## src/hw/st_mem_pkg.sv

```systemverilog
`default_nettype none

package st_mem_pkg;

	localparam int ADDR_W = 23; // word address over bits 23..1
	localparam int DATA_W = 16;

	// bus slot as seen by the sdram port
	typedef enum logic [1:0] {
		SLOT_PRE = 2'd0, // cpu precycle
		SLOT_CPU = 2'd1, // cpu or bus master
		SLOT_VID = 2'd2  // shifter / video card fetch
	} bus_slot_e;

	// configured st ram where 6 and 7 mean no ram at all
	typedef enum logic [2:0] {
		MEM_512K = 3'd0,
		MEM_1M   = 3'd1,
		MEM_2M   = 3'd2,
		MEM_4M   = 3'd3,
		MEM_8M   = 3'd4,
		MEM_14M  = 3'd5
	} mem_size_e;

	typedef enum logic [1:0] {
		MODE_ST,
		MODE_STE,
		MODE_MSTE,
		MODE_STEROIDS // ste on steroids with viking moved to $e80000
	} mach_mode_e;

	typedef struct packed {
		mem_size_e  mem_size;
		mach_mode_e mode;
		logic       viking_req; // user asked for the viking card
	} sys_cfg_t;

	// ram cycle from the mmu side
	typedef struct packed {
		logic [ADDR_W:1]   addr;
		logic [DATA_W-1:0] wdata;
		logic              uds;
		logic              lds;
		logic              we_n;
		logic              ras_n; // ras0_n & ras1_n
	} mmu_req_t;

	// blitter while it owns the bus
	typedef struct packed {
		logic [ADDR_W:1]   addr;
		logic [DATA_W-1:0] wdata;
		logic              has_bus;
		logic              read;
		logic              write;
	} master_req_t;

	// rom/cart upload from the io controller
	typedef struct packed {
		logic [ADDR_W:1]   addr;
		logic [DATA_W-1:0] data;
		logic              download;
		logic              strobe_tgl; // flips once per word
	} upload_t;

	typedef struct packed {
		logic [ADDR_W:1]   addr;
		logic [DATA_W-1:0] wdata;
		logic              uds;
		logic              lds;
		logic              we;
		logic              oe;
	} sdram_req_t;

	localparam logic [5:0] VIKING_BASE_LO = 6'b110000; // $c0xxxx
	localparam logic [5:0] VIKING_BASE_HI = 6'b111010; // $e80000
	localparam logic [5:0] TOS192_PREFIX  = 6'b111111; // 192k tos at $fc0000
	localparam logic [3:0] TOS_HI_PREFIX  = 4'he;      // 256k tos at $e00000

endpackage

`default_nettype wire

```

## src/hw/sdram_arbiter.sv

```systemverilog
`default_nettype none

module sdram_arbiter
	import st_mem_pkg::*;
(
	input  wire logic            clk_32,
	input  wire logic            xsint,
	input  wire sys_cfg_t        cfg_i,
	input  wire bus_slot_e       slot_i,
	input  wire mmu_req_t        mmu_i,
	input  wire master_req_t     master_i,
	input  wire upload_t         upload_i,
	input  wire logic            upload_wr_i,
	input  wire logic            viking_active_i,
	input  wire logic            viking_read_i,
	input  wire logic [ADDR_W:1] viking_addr_i,
	output sdram_req_t           sdram_o
);

	logic ras_n_d;
	logic ras_fall; // start of an mmu ram cycle
	logic mmu_rd;
	logic mmu_wr;
	logic ram_en;   // mmu address inside configured st ram
	logic cpu_cycle;
	logic vid_cycle;
	logic up_sel;
	logic mst_sel;
	logic vik_sel;

	always_ff @(posedge clk_32 or negedge xsint) begin
		if (!xsint)
			ras_n_d <= 1'b1; // idle high so no fake edge is seen
		else
			ras_n_d <= mmu_i.ras_n;
	end

	assign ras_fall = ras_n_d && !mmu_i.ras_n;
	assign mmu_rd   = ras_fall && mmu_i.we_n && (|mmu_i.addr); // address 0 is never read here
	assign mmu_wr   = ras_fall && !mmu_i.we_n;

	// ram size window
	always_comb begin
		case (cfg_i.mem_size)
			MEM_512K: ram_en = (mmu_i.addr[ADDR_W -: 5] == '0);
			MEM_1M:   ram_en = (mmu_i.addr[ADDR_W -: 4] == '0);
			MEM_2M:   ram_en = (mmu_i.addr[ADDR_W -: 3] == '0);
			MEM_4M:   ram_en = (mmu_i.addr[ADDR_W -: 2] == '0);
			MEM_8M:   ram_en = !mmu_i.addr[ADDR_W];
			MEM_14M:  ram_en = (mmu_i.addr[ADDR_W -: 3] != 3'b111); // below $e00000
			default:  ram_en = 1'b0;
		endcase
	end

	assign cpu_cycle = (slot_i == SLOT_CPU);
	assign vid_cycle = (slot_i == SLOT_VID); // shared with the shifter

	assign up_sel  = cpu_cycle && upload_i.download;
	assign mst_sel = cpu_cycle && master_i.has_bus;
	assign vik_sel = vid_cycle && viking_active_i && viking_read_i;

	always_comb begin
		// address
		if (up_sel)
			sdram_o.addr = upload_i.addr;
		else if (mst_sel)
			sdram_o.addr = master_i.addr;
		else if (vik_sel)
			sdram_o.addr = viking_addr_i;
		else
			sdram_o.addr = mmu_i.addr;

		// read
		if (up_sel)
			sdram_o.oe = 1'b0; // upload only writes
		else if (cpu_cycle && master_i.read)
			sdram_o.oe = 1'b1;
		else if (vik_sel)
			sdram_o.oe = 1'b1;
		else
			sdram_o.oe = mmu_rd && ram_en;

		// write
		if (up_sel)
			sdram_o.we = upload_wr_i;
		else if (cpu_cycle && master_i.write)
			sdram_o.we = 1'b1;
		else
			sdram_o.we = mmu_wr && ram_en;

		// data is not slot qualified
		if (upload_i.download)
			sdram_o.wdata = upload_i.data;
		else if (master_i.has_bus)
			sdram_o.wdata = master_i.wdata;
		else
			sdram_o.wdata = mmu_i.wdata;

		// upload and blitter always move whole words
		sdram_o.uds = (up_sel || mst_sel) ? 1'b1 : mmu_i.uds;
		sdram_o.lds = (up_sel || mst_sel) ? 1'b1 : mmu_i.lds;
	end

	a_oe_we_excl: assert property (@(posedge clk_32) disable iff (!xsint)
		!(sdram_o.oe && sdram_o.we))
		else $error("sdram read and write requested in the same cycle");

endmodule

`default_nettype wire

```

## src/hw/st_mem_glue.sv

```systemverilog
`default_nettype none

module st_mem_glue
	import st_mem_pkg::*;
#(
	parameter int VIKING_CNT_W = 8
) (
	input  wire logic            clk_32,
	input  wire logic            xsint,
	input  wire sys_cfg_t        cfg_i,
	input  wire bus_slot_e       slot_i,
	input  wire logic            mhz8_en_i,
	input  wire mmu_req_t        mmu_i,
	input  wire master_req_t     master_i,
	input  wire upload_t         upload_i,
	input  wire logic [ADDR_W:1] cpu_addr_i,
	input  wire logic            cpu_as_i,
	input  wire logic            rom2_sel_i,
	input  wire logic            viking_read_i,
	input  wire logic [ADDR_W:1] viking_addr_i,
	output wire sdram_req_t      sdram_o,
	output wire logic [ADDR_W:1] rom_addr_o,
	output wire logic            tos192k_o,
	output wire logic            viking_active_o
);

	wire logic upload_wr; // one clock per uploaded word

	tos_loader u_tos_loader (
		.clk_32      (clk_32),
		.xsint       (xsint),
		.slot_i      (slot_i),
		.mhz8_en_i   (mhz8_en_i),
		.upload_i    (upload_i),
		.cpu_addr_i  (cpu_addr_i),
		.rom2_sel_i  (rom2_sel_i),
		.upload_wr_o (upload_wr),
		.tos192k_o   (tos192k_o),
		.rom_addr_o  (rom_addr_o)
	);

	viking_detect #(
		.VIKING_CNT_W (VIKING_CNT_W)
	) u_viking_detect (
		.clk_32          (clk_32),
		.xsint           (xsint),
		.cfg_i           (cfg_i),
		.mhz8_en_i       (mhz8_en_i),
		.cpu_as_i        (cpu_as_i),
		.cpu_addr_i      (cpu_addr_i),
		.viking_active_o (viking_active_o)
	);

	sdram_arbiter u_sdram_arbiter (
		.clk_32          (clk_32),
		.xsint           (xsint),
		.cfg_i           (cfg_i),
		.slot_i          (slot_i),
		.mmu_i           (mmu_i),
		.master_i        (master_i),
		.upload_i        (upload_i),
		.upload_wr_i     (upload_wr),
		.viking_active_i (viking_active_o), // video fetch only once the driver runs
		.viking_read_i   (viking_read_i),
		.viking_addr_i   (viking_addr_i),
		.sdram_o         (sdram_o)
	);

endmodule

`default_nettype wire

```

## src/hw/tos_loader.sv

```systemverilog
`default_nettype none

module tos_loader
	import st_mem_pkg::*;
(
	input  wire logic            clk_32,
	input  wire logic            xsint,
	input  wire bus_slot_e       slot_i,
	input  wire logic            mhz8_en_i,
	input  wire upload_t         upload_i,
	input  wire logic [ADDR_W:1] cpu_addr_i,
	input  wire logic            rom2_sel_i,
	output logic                 upload_wr_o,
	output logic                 tos192k_o,
	output logic      [ADDR_W:1] rom_addr_o
);

	logic strobe_d; // strobe as last seen in a precycle
	logic tos192k;
	logic pre_phase;

	// sample only in the cpu precycle so the write lands in the next cpu slot
	assign pre_phase = (slot_i == SLOT_PRE) && mhz8_en_i;

	always_ff @(posedge clk_32 or negedge xsint) begin
		if (!xsint) begin
			strobe_d    <= 1'b0;
			upload_wr_o <= 1'b0;
			tos192k     <= 1'b0;
		end else begin
			upload_wr_o <= 1'b0; // single pulse
			if (pre_phase) begin
				strobe_d <= upload_i.strobe_tgl;
				if (upload_i.strobe_tgl != strobe_d)
					upload_wr_o <= 1'b1; // new word from io controller
			end
			// tos size follows where the image is being loaded
			if (upload_i.download) begin
				if (upload_i.addr[ADDR_W -: 6] == TOS192_PREFIX)
					tos192k <= 1'b1;
				else if (upload_i.addr[ADDR_W -: 4] == TOS_HI_PREFIX)
					tos192k <= 1'b0;
			end
		end
	end

	assign tos192k_o = tos192k;

	// rom2 window mapped onto the uploaded image
	always_comb begin
		rom_addr_o = cpu_addr_i;
		if (rom2_sel_i) begin
			if (tos192k)
				rom_addr_o = {4'hf, 2'b11, cpu_addr_i[17:1]}; // $fc0000
			else
				rom_addr_o = {4'he, 2'b00, cpu_addr_i[17:1]}; // $e00000
		end
	end

	// a write strobe never covers two sdram slots
	a_wr_single: assert property (@(posedge clk_32) disable iff (!xsint)
		upload_wr_o |=> !upload_wr_o)
		else $error("upload write pulse longer than one clock");

endmodule

`default_nettype wire

```

## src/hw/viking_detect.sv

```systemverilog
`default_nettype none

module viking_detect
	import st_mem_pkg::*;
#(
	parameter int VIKING_CNT_W = 8
) (
	input  wire logic            clk_32,
	input  wire logic            xsint,
	input  wire sys_cfg_t        cfg_i,
	input  wire logic            mhz8_en_i,
	input  wire logic            cpu_as_i,
	input  wire logic [ADDR_W:1] cpu_addr_i,
	output logic                 viking_active_o
);

	logic                    steroids;
	logic                    mem_ok;
	logic                    viking_en;
	logic [5:0]              base;
	logic                    hit;
	logic [VIKING_CNT_W-1:0] hit_cnt; // saturating access counter

	assign steroids = (cfg_i.mode == MODE_STEROIDS);
	// card limits st ram to 8M unless video mem sits high
	assign mem_ok = cfg_i.mem_size inside {MEM_512K, MEM_1M, MEM_2M, MEM_4M, MEM_8M};
	assign viking_en = (cfg_i.viking_req && mem_ok) || steroids;
	assign base = steroids ? VIKING_BASE_HI : VIKING_BASE_LO;

	// one hit per 8 MHz phase of a cpu access to the card window
	assign hit = mhz8_en_i && cpu_as_i && viking_en && (cpu_addr_i[ADDR_W -: 6] == base);

	// many accesses mean the driver is running, a single probe does not count
	always_ff @(posedge clk_32 or negedge xsint) begin
		if (!xsint) begin
			hit_cnt         <= '0;
			viking_active_o <= 1'b0;
		end else begin
			if (hit && (hit_cnt != '1))
				hit_cnt <= hit_cnt + 1'b1;
			viking_active_o <= (hit_cnt == '1); // one clock behind the count
		end
	end

	a_active_cnt: assert property (@(posedge clk_32) disable iff (!xsint)
		viking_active_o |-> (hit_cnt == '1))
		else $error("viking active before hit counter saturated");

endmodule

`default_nettype wire

```

## config.mk

```make
export PLATFORM = sky130hd
export DESIGN_NAME = st_mem_glue
export DESIGN_NICKNAME = d
export VERILOG_FILES = /design/src/hw/st_mem_pkg.sv /design/src/hw/sdram_arbiter.sv /design/src/hw/st_mem_glue.sv /design/src/hw/tos_loader.sv /design/src/hw/viking_detect.sv
export SDC_FILE = /design/constraint.sdc
export NUM_CORES = 1
export LEC_CHECK = 0
export BUFFER_PORTS_ARGS = -buffer_cell sky130_fd_sc_hd__buf_2
export CAP_MARGIN = 10
export CORE_AREA = 2 2 98 100
export CTS_CLUSTER_SIZE = 20
export DETAILED_ROUTE_END_ITERATION = 6
export DIE_AREA = 0 0 100 102
export PLACE_DENSITY = 0.69
export SETUP_SLACK_MARGIN = 0.05
export SYNTH_ARGS = -nofsm -noshare
export SYNTH_HDL_FRONTEND = slang
export SYNTH_SLANG_ARGS = --single-unit
```

## constraint.sdc

```tcl
create_clock -name clk_32 -period 2.4 [get_ports clk_32]
set_clock_uncertainty 0.1 [all_clocks]
set_input_delay 0.48 -clock clk_32 [delete_from_list [all_inputs] [get_ports clk_32]]
set_output_delay 0.48 -clock clk_32 [all_outputs]
set_load 0.02 [all_outputs]
```

==> results of run 1 <==
Yosys cell counts, types with 2 or more instances:
| library cell | count |
|---|---|
| a21oi_1 | 11 |
| a31oi_1 | 9 |
| buf_1 | 2 |
| buf_2 | 5 |
| buf_4 | 17 |
| clkbuf_1 | 14 |
| dfrtp_1 | 12 |
| inv_1 | 4 |
| mux2_2 | 2 |
| mux2i_1 | 39 |
| nand2_1 | 60 |
| nand3_1 | 2 |
| nand3b_1 | 3 |
| nand4_1 | 3 |
| nor2_1 | 23 |
| nor3_1 | 4 |
| nor3b_1 | 2 |
| nor4_1 | 8 |
| o21ai_0 | 59 |
| or2_2 | 3 |
| xor2_1 | 6 |
metal layers:
layer	wire [µm]	up-vias	share of wire (%)	global-route usage, %
li1	-	1473	-	-
met2	4980	137	51	29.8
met5	10	-	0.10	0
met3	666	28	6.8	2.46
met4	280	2	2.8	6.53
met1	3900	1365	40	20.6
metrics by stage:
step                      setup slack [ns]  TNS, ns  power [W]  util [%]  instance area, µm²
after global routing               -0.0252  -0.0364    0.00106      37.2                3390
after floorplan                     0.0793        0   0.000545         -                2050
after CTS                           0.0486        0   0.000984      35.8                3260
after detailed placement            0.0566        0   0.000787      35.3                3210
final                               0.0428        0   0.000998      37.2                3390
after global placement              0.0600        0   0.000780      35.3                3210
worst paths after layout:
path,start,endpoint,slack (ns)
setup / recovery,slot_i[0],sdram_o[25],0.04
min in group clk_32,mmu_i[0],u_sdram_arbiter.ras_n_d,0.25
setup reg to reg,u_viking_detect.hit_cnt[0],u_viking_detect.hit_cnt[1],0.63
hold reg to reg,u_viking_detect.hit_cnt[7],u_viking_detect.hit_cnt[7],0.38
hold / removal,xsint,u_viking_detect.hit_cnt[0],0.01
max in group asynchronous,xsint,u_sdram_arbiter.ras_n_d,1.90
cells in the final DEF (no fill, tap or decap), types with 2 or more instances in the layout:
cell type  instances
buf_2            210
nand2_1           60
o21ai_0           38
mux2i_1           35
nor2_1            23
o21ai_1           21
buf_4             17
dfrtp_1           12
a21oi_1           11
a31oi_1            9
nor4_1             7
xor2_1             6
inv_1              4
nor3_1             4
buf_12             4
or2_2              3
nand3b_1           3
nand4_1            3
clkbuf_8           3
buf_6              3
mux2i_4            2
mux2i_2            2
nand3_1            2
nor3b_1            2
mux2_2             2
registers in the layout, summed over array words and instances (netlist names):
| name | cells |
|---|---|
| u_tos_loader.upload_wr_o | 1 |
| u_tos_loader.tos192k_o | 1 |
| u_sdram_arbiter.ras_n_d | 1 |
| u_tos_loader.strobe_d | 1 |
| u_viking_detect.viking_active_o | 1 |
| u_viking_detect.hit_cnt | 8 |
what timing repair did:
action / CTS / global route
setup buffers: 0 / 2
gates cloned: 0 / 2
setup endpoints to repair: 1 / 13
resized for setup: 0 / 35
pin swaps: 0 / 8
critical path, stage by stage:
cell      delay (ns)
buf_6           0.09
nand4b_1        0.25
buf_12          0.22
mux2i_1         0.14
nor2_1          0.09
a31oi_1         0.04
o21ai_0         0.23
buf_2           0.22
area by class of cell:
cell class	instances	share of cell area (%)
clock buffer	4	1.33
inverter	4	0.443
multi-input combinational	251	45.6
sequential	13	9.63
tap	111	4.10
timing repair buffer	235	38.9
cell families (layout without fill, tap and decap cells):
family          Yosys count  count (layout)
xor+xnor                  7               7
compound gates           87              87
buf+inv                  42             243
simple gates            114             114
mux                      42              42
fa+ha+maj                 1               1
flops                    13              13
where the power goes:
group | switching [W] | internal [W] | total, W | leakage [nW]
logic | 0.000313 | 0.000254 | 0.000566 | 1.72
registers | 0.00000852 | 0.000230 | 0.000239 | 0.174
clock network | 0.0000755 | 0.000117 | 0.000193 | 0.0228
==> summary.txt, run 1 <==
Final layout
  • Cell Count, Final, Fillers Out: 618
  • Footprint of the multi-input gates: 1550 µm²
  • # diodes: 0
  • Filler cells: 995
  • NumNets Final: 695
  • Area delta synth->final: 65.6%
  • Storage cell area: 327 µm²
  • Layout cell share with drive strength beyond 1: 49.7%

Yosys
  • Synth Warn #: 0
  • Post-synthesis compound-gate area fraction: 23.4%
  • Largest cells by area after synthesis: mux2i_1, dfrtp_1, o21ai_0, nand2_1, buf_4
  • Post-Syn Instances: 306
  • XOR/XNOR share of the synthesized area: 3.00%
  • Cell taking the most area after synthesis: mux2i_1
  • Synth Register Bits: 13
  • EDFF count, synth: 0
  • Combinational family with the most area after synthesis: simple AND/OR/NAND/NOR gates
  • Synth unique cells: 39
  • Synth Area in Adders: 0.611%
  • Commonest register cell after synthesis: dfrtp_1
  • Multiplexer share of the synthesized area: 20.7%
  • Post-synth ARST share: 100%
  • Synth Cell Area: 2050 µm²
  • Post-synthesis sequential area ratio: 16.0%
  • Post-synthesis net count: 493
  • Top-area cell type share of the netlist area: 19.1%
  • Simple-Gate Fraction of Synth Area: 25.2%
  • Avg Inst Size Synth: 6.69 µm²

Placed design
  • HPWL after DPL: 8.30 mm
  • Placed cell count: 610
  • GP Congestion: 0.953
  • PortBufs: 219

Floorplanning
  • Initial Util: 22.5%
  • Die width: 100 µm
  • Number of top-level pins: 254
  • Height of the chip: 102 µm
  • Core ar.: 9110 µm²
  • Core Rows: 35
  • Die area: 10200 µm²

Drt
  • Vias per cell: 4.86
  • DR vias: 3005
  • First-pass DRT Iterations: 4
  • Post-route ant nets: 0
  • DRC: 0
  • WL/cell: 15.9 µm
  • DR iter-0 viols: 131
  • Final wirelength: 9.84 mm

Worst setup path
  • Req. time, crit path: 1.82 ns
  • Crit. End Element: output port
  • Kind of critical path: input port to output port
  • Critical Path Source Type: input port
  • Worst-path fanout max: 12
  • R2r worst-path depth: 5
  • WP data arrival: 1.78 ns

GRT
  • Initial antenna violation count: 1
  • GRT overflow: 0
  • Number of global-route vias before repair: 2696
  • First-pass GRT wire length: 13.6 mm
  • Largest net degree at the start of global routing: 31
  • GRT Overall Usage: 16.8%

CTS
  • CTS Buf Count: 3
  • CTS tree: yes
  • Worst-Skew Late Latency: 0.24 ns
  • Sink Count: 13
  • Post-CTS Hold Fix Bufs: 0
  • Maximum clock path buffer count: 2
  • CTS root buf: clkbuf_8
  • H-tree level count: 1
  • Worst-path clk slew: 0.05 ns

Timing
  • FMAX: 424 MHz
  • Final Critical Period: 2.36 ns
  • Max-slew violation count: 0
  • Slew HR: 68.3%
  • Worst-margin pin slew: 0.471 ns
  • Hold_ws: 0.0134 ns
  • Final Hold Vio Count: 0
  • RSZ-0062 raised after global routing: yes
  • Fin crit share: 98.2%
  • Final setup vio count: 0

Worst hold path
  • Hold crit path type: input port to async pin

Power and ir drop
  • Pwr dens: 294 nW/µm²
  • Lkg Pwr: 1.92 nW
  • Worst vdd ir: 0.245 mV

Job
  • MaxCap Viol Count: 0

Run status
  • Outcome: finished, final reports clean
Note: power is estimated with default switching activity, not from simulation.
==> inputs of run 2 (changes only) <==
--- a/config.mk
+++ b/config.mk
@@ -12,6 +12,7 @@
 export DETAILED_ROUTE_END_ITERATION = 6
 export DIE_AREA = 0 0 100 102
 export PLACE_DENSITY = 0.69
+export RECOVER_POWER = 25
 export SETUP_SLACK_MARGIN = 0.05
 export SYNTH_ARGS = -nofsm -noshare
 export SYNTH_HDL_FRONTEND = slang
==> run 2 against run 1 <==
Effect of this change: cell count did not move; worst hold slack better by 0.14 ns; critical path depth is the same; count of clock-buffer cells in the layout is the same; clock power barely moved; core utilization about the same; flip-flop and latch count is the same; sequential share of layout area barely moved.
==> summary.txt, run 2 (synthesis results as in run 1) <==
CTS
  • Worst-path clk slew: 0.05 ns
  • CTS Buf Count: 3
  • CTS tree: yes
  • Worst-Skew Late Latency: 0.24 ns
  • H-tree level count: 1
  • Maximum clock path buffer count: 2
  • Sink Count: 13
  • CTS root buf: clkbuf_8

Placed design
  • GP Congestion: 0.953
  • PortBufs: 219
  • Pre-CTS WS: 0.0566 ns
  • Placed cell count: 610
  • DP Area: 3210 µm²
  • HPWL after DPL: 8.30 mm

Final layout
  • Biggest register: u_viking_detect.hit_cnt
  • # diodes: 0
  • Largest register FFs: 8
  • Area delta synth->final: 65.5%
  • Commonest non-fill, non-tap cells in the layout: buf_2, nand2_1, o21ai_0
  • Utilization after layout: 37.2%
  • NumNets Final: 695
  • Cell Count, Final, Fillers Out: 618
  • Commonest non-fill, non-tap cell in the layout: buf_2
  • Design area: 3390 µm²
  • Layout cell share with drive strength beyond 1: 49.3%

Worst setup path
  • Worst path buffer plus inverter count: 3
  • Critical Path Source Type: input port
  • Req. time, crit path: 1.82 ns
  • Worst-path fanout max: 12
  • WP data arrival: 1.77 ns
  • Critical path, cell by cell: buf_6 > nand4b_1 > buf_12 > mux2i_1 > nor2_1 > a31oi_1 > o21ai_0 > buf_2
  • Crit. End Element: output port
  • Crit-path slowest cell: nand4b_1
  • Slowest stage delay, CP: 0.25 ns
  • Kind of critical path: input port to output port
  • CP top delay family: buffers and inverters

Timing
  • Final Critical Period: 2.35 ns
  • RSZ-0062 raised after global routing: yes
  • PnR worst setup slack: 0.0453 ns
  • Final setup vio count: 0
  • Max-slew violation count: 0
  • FMAX: 425 MHz
  • Slew HR: 53.3%
  • Fin crit share: 98.1%
  • Final setup TNS: 0 ns
  • Final Hold Vio Count: 0
  • Worst-margin pin slew: 0.701 ns

Drt
  • First-pass DRT Iterations: 4
  • Post-route ant nets: 0
  • DR vias: 3003
  • WL/cell: 15.9 µm
  • Vias per cell: 4.86
  • DRC: 0
  • Final wirelength: 9.83 mm
  • DR iter-0 viols: 131

Floorplanning
  • Number of top-level pins: 254
  • Die width: 100 µm
  • Height of the chip: 102 µm
  • Core ar.: 9110 µm²
  • Core Rows: 35
  • Initial Util: 22.5%
  • Die area: 10200 µm²

Power and ir drop
  • Pwr dens: 294 nW/µm²
  • Lkg Pwr: 1.91 nW
  • Worst vdd ir: 0.245 mV

Worst hold path
  • Hold crit path type: input port to async pin

Run status
  • Outcome: finished, final reports clean

GRT
  • Initial antenna violation count: 1
  • First-pass GRT wire length: 13.6 mm
  • Largest net degree at the start of global routing: 31
  • GRT Overall Usage: 16.8%
  • GRT overflow: 0
  • Number of global-route vias before repair: 2696

Job
  • MaxCap Viol Count: 0
run 2: worst register-to-register path, delay by kind of cell, from the launching register on:
| kind | cells | cell delay [ns] |
|---|---|---|
| simple gates | 3 | 0.71 |
| flops | 1 | 0.38 |
| mux | 1 | 0.29 |
| fa+ha+maj | 1 | 0.18 |
run 2: path summary, 6_finish.rpt:
kind / start / to / slack (ns) / cells past startpoint
worst max-delay path: slot_i[0] / sdram_o[25] / 0.05 / 8
worst min-delay path: xsint / u_viking_detect.hit_cnt[0] / 0.16 / 1
worst max register to register: u_viking_detect.hit_cnt[0] / u_viking_detect.hit_cnt[1] / 0.63 / 5
worst min register to register: u_viking_detect.hit_cnt[7] / u_viking_detect.hit_cnt[7] / 0.38 / 1
max in group asynchronous: xsint / u_tos_loader.tos192k_o / 1.60 / 1
min in group clk_32: mmu_i[0] / u_sdram_arbiter.ras_n_d / 0.24 / 1
run 2: power by group:
part           switching (W)  total, W  internal, W
combinational       0.000313  0.000566     0.000253
clock              0.0000755  0.000193     0.000117
sequential        0.00000854  0.000239     0.000230
total               0.000397  0.000997     0.000601
run 2: layout make-up:
class	instances	area, µm²
Inverter	4	15.0
Fill cell	995	5720
Timing Repair Buffer	235	1320
Tap cell	111	139
Sequential cell	13	327
Clock buffer	4	45.0
Multi-Input combinational cell	251	1550
run 2: through the flow:
stage / hold slack (ns) / total power [W]
2_1_floorplan: 0.0844 / 0.000545
5_1_grt: 0.232 / 0.00106
3_5_place_dp: 0.285 / 0.000787
4_1_cts: 0.0244 / 0.000984
6_report: 0.156 / 0.000997
3_3_place_gp: 0.275 / 0.000780
run 2: timing repair:
action | in CTS | in global routing
endpoints found under the hold margin | 0 | 0
resized for setup | 0 | 35
hold buffers | 0 | 0
buffers inserted | 0 | 2
cloned | 0 | 2
setup endpoints to repair | 1 | 13
pin swaps | 0 | 8
run 2: per-layer routing:
metal | track usage (%) | up-vias | part of all wire, %
met5 | 0 | - | 0.10
met3 | 2.46 | 28 | 7.4
met1 | 20.6 | 1349 | 39
li1 | - | 1474 | -
met4 | 6.53 | 2 | 2.8
met2 | 29.8 | 150 | 51
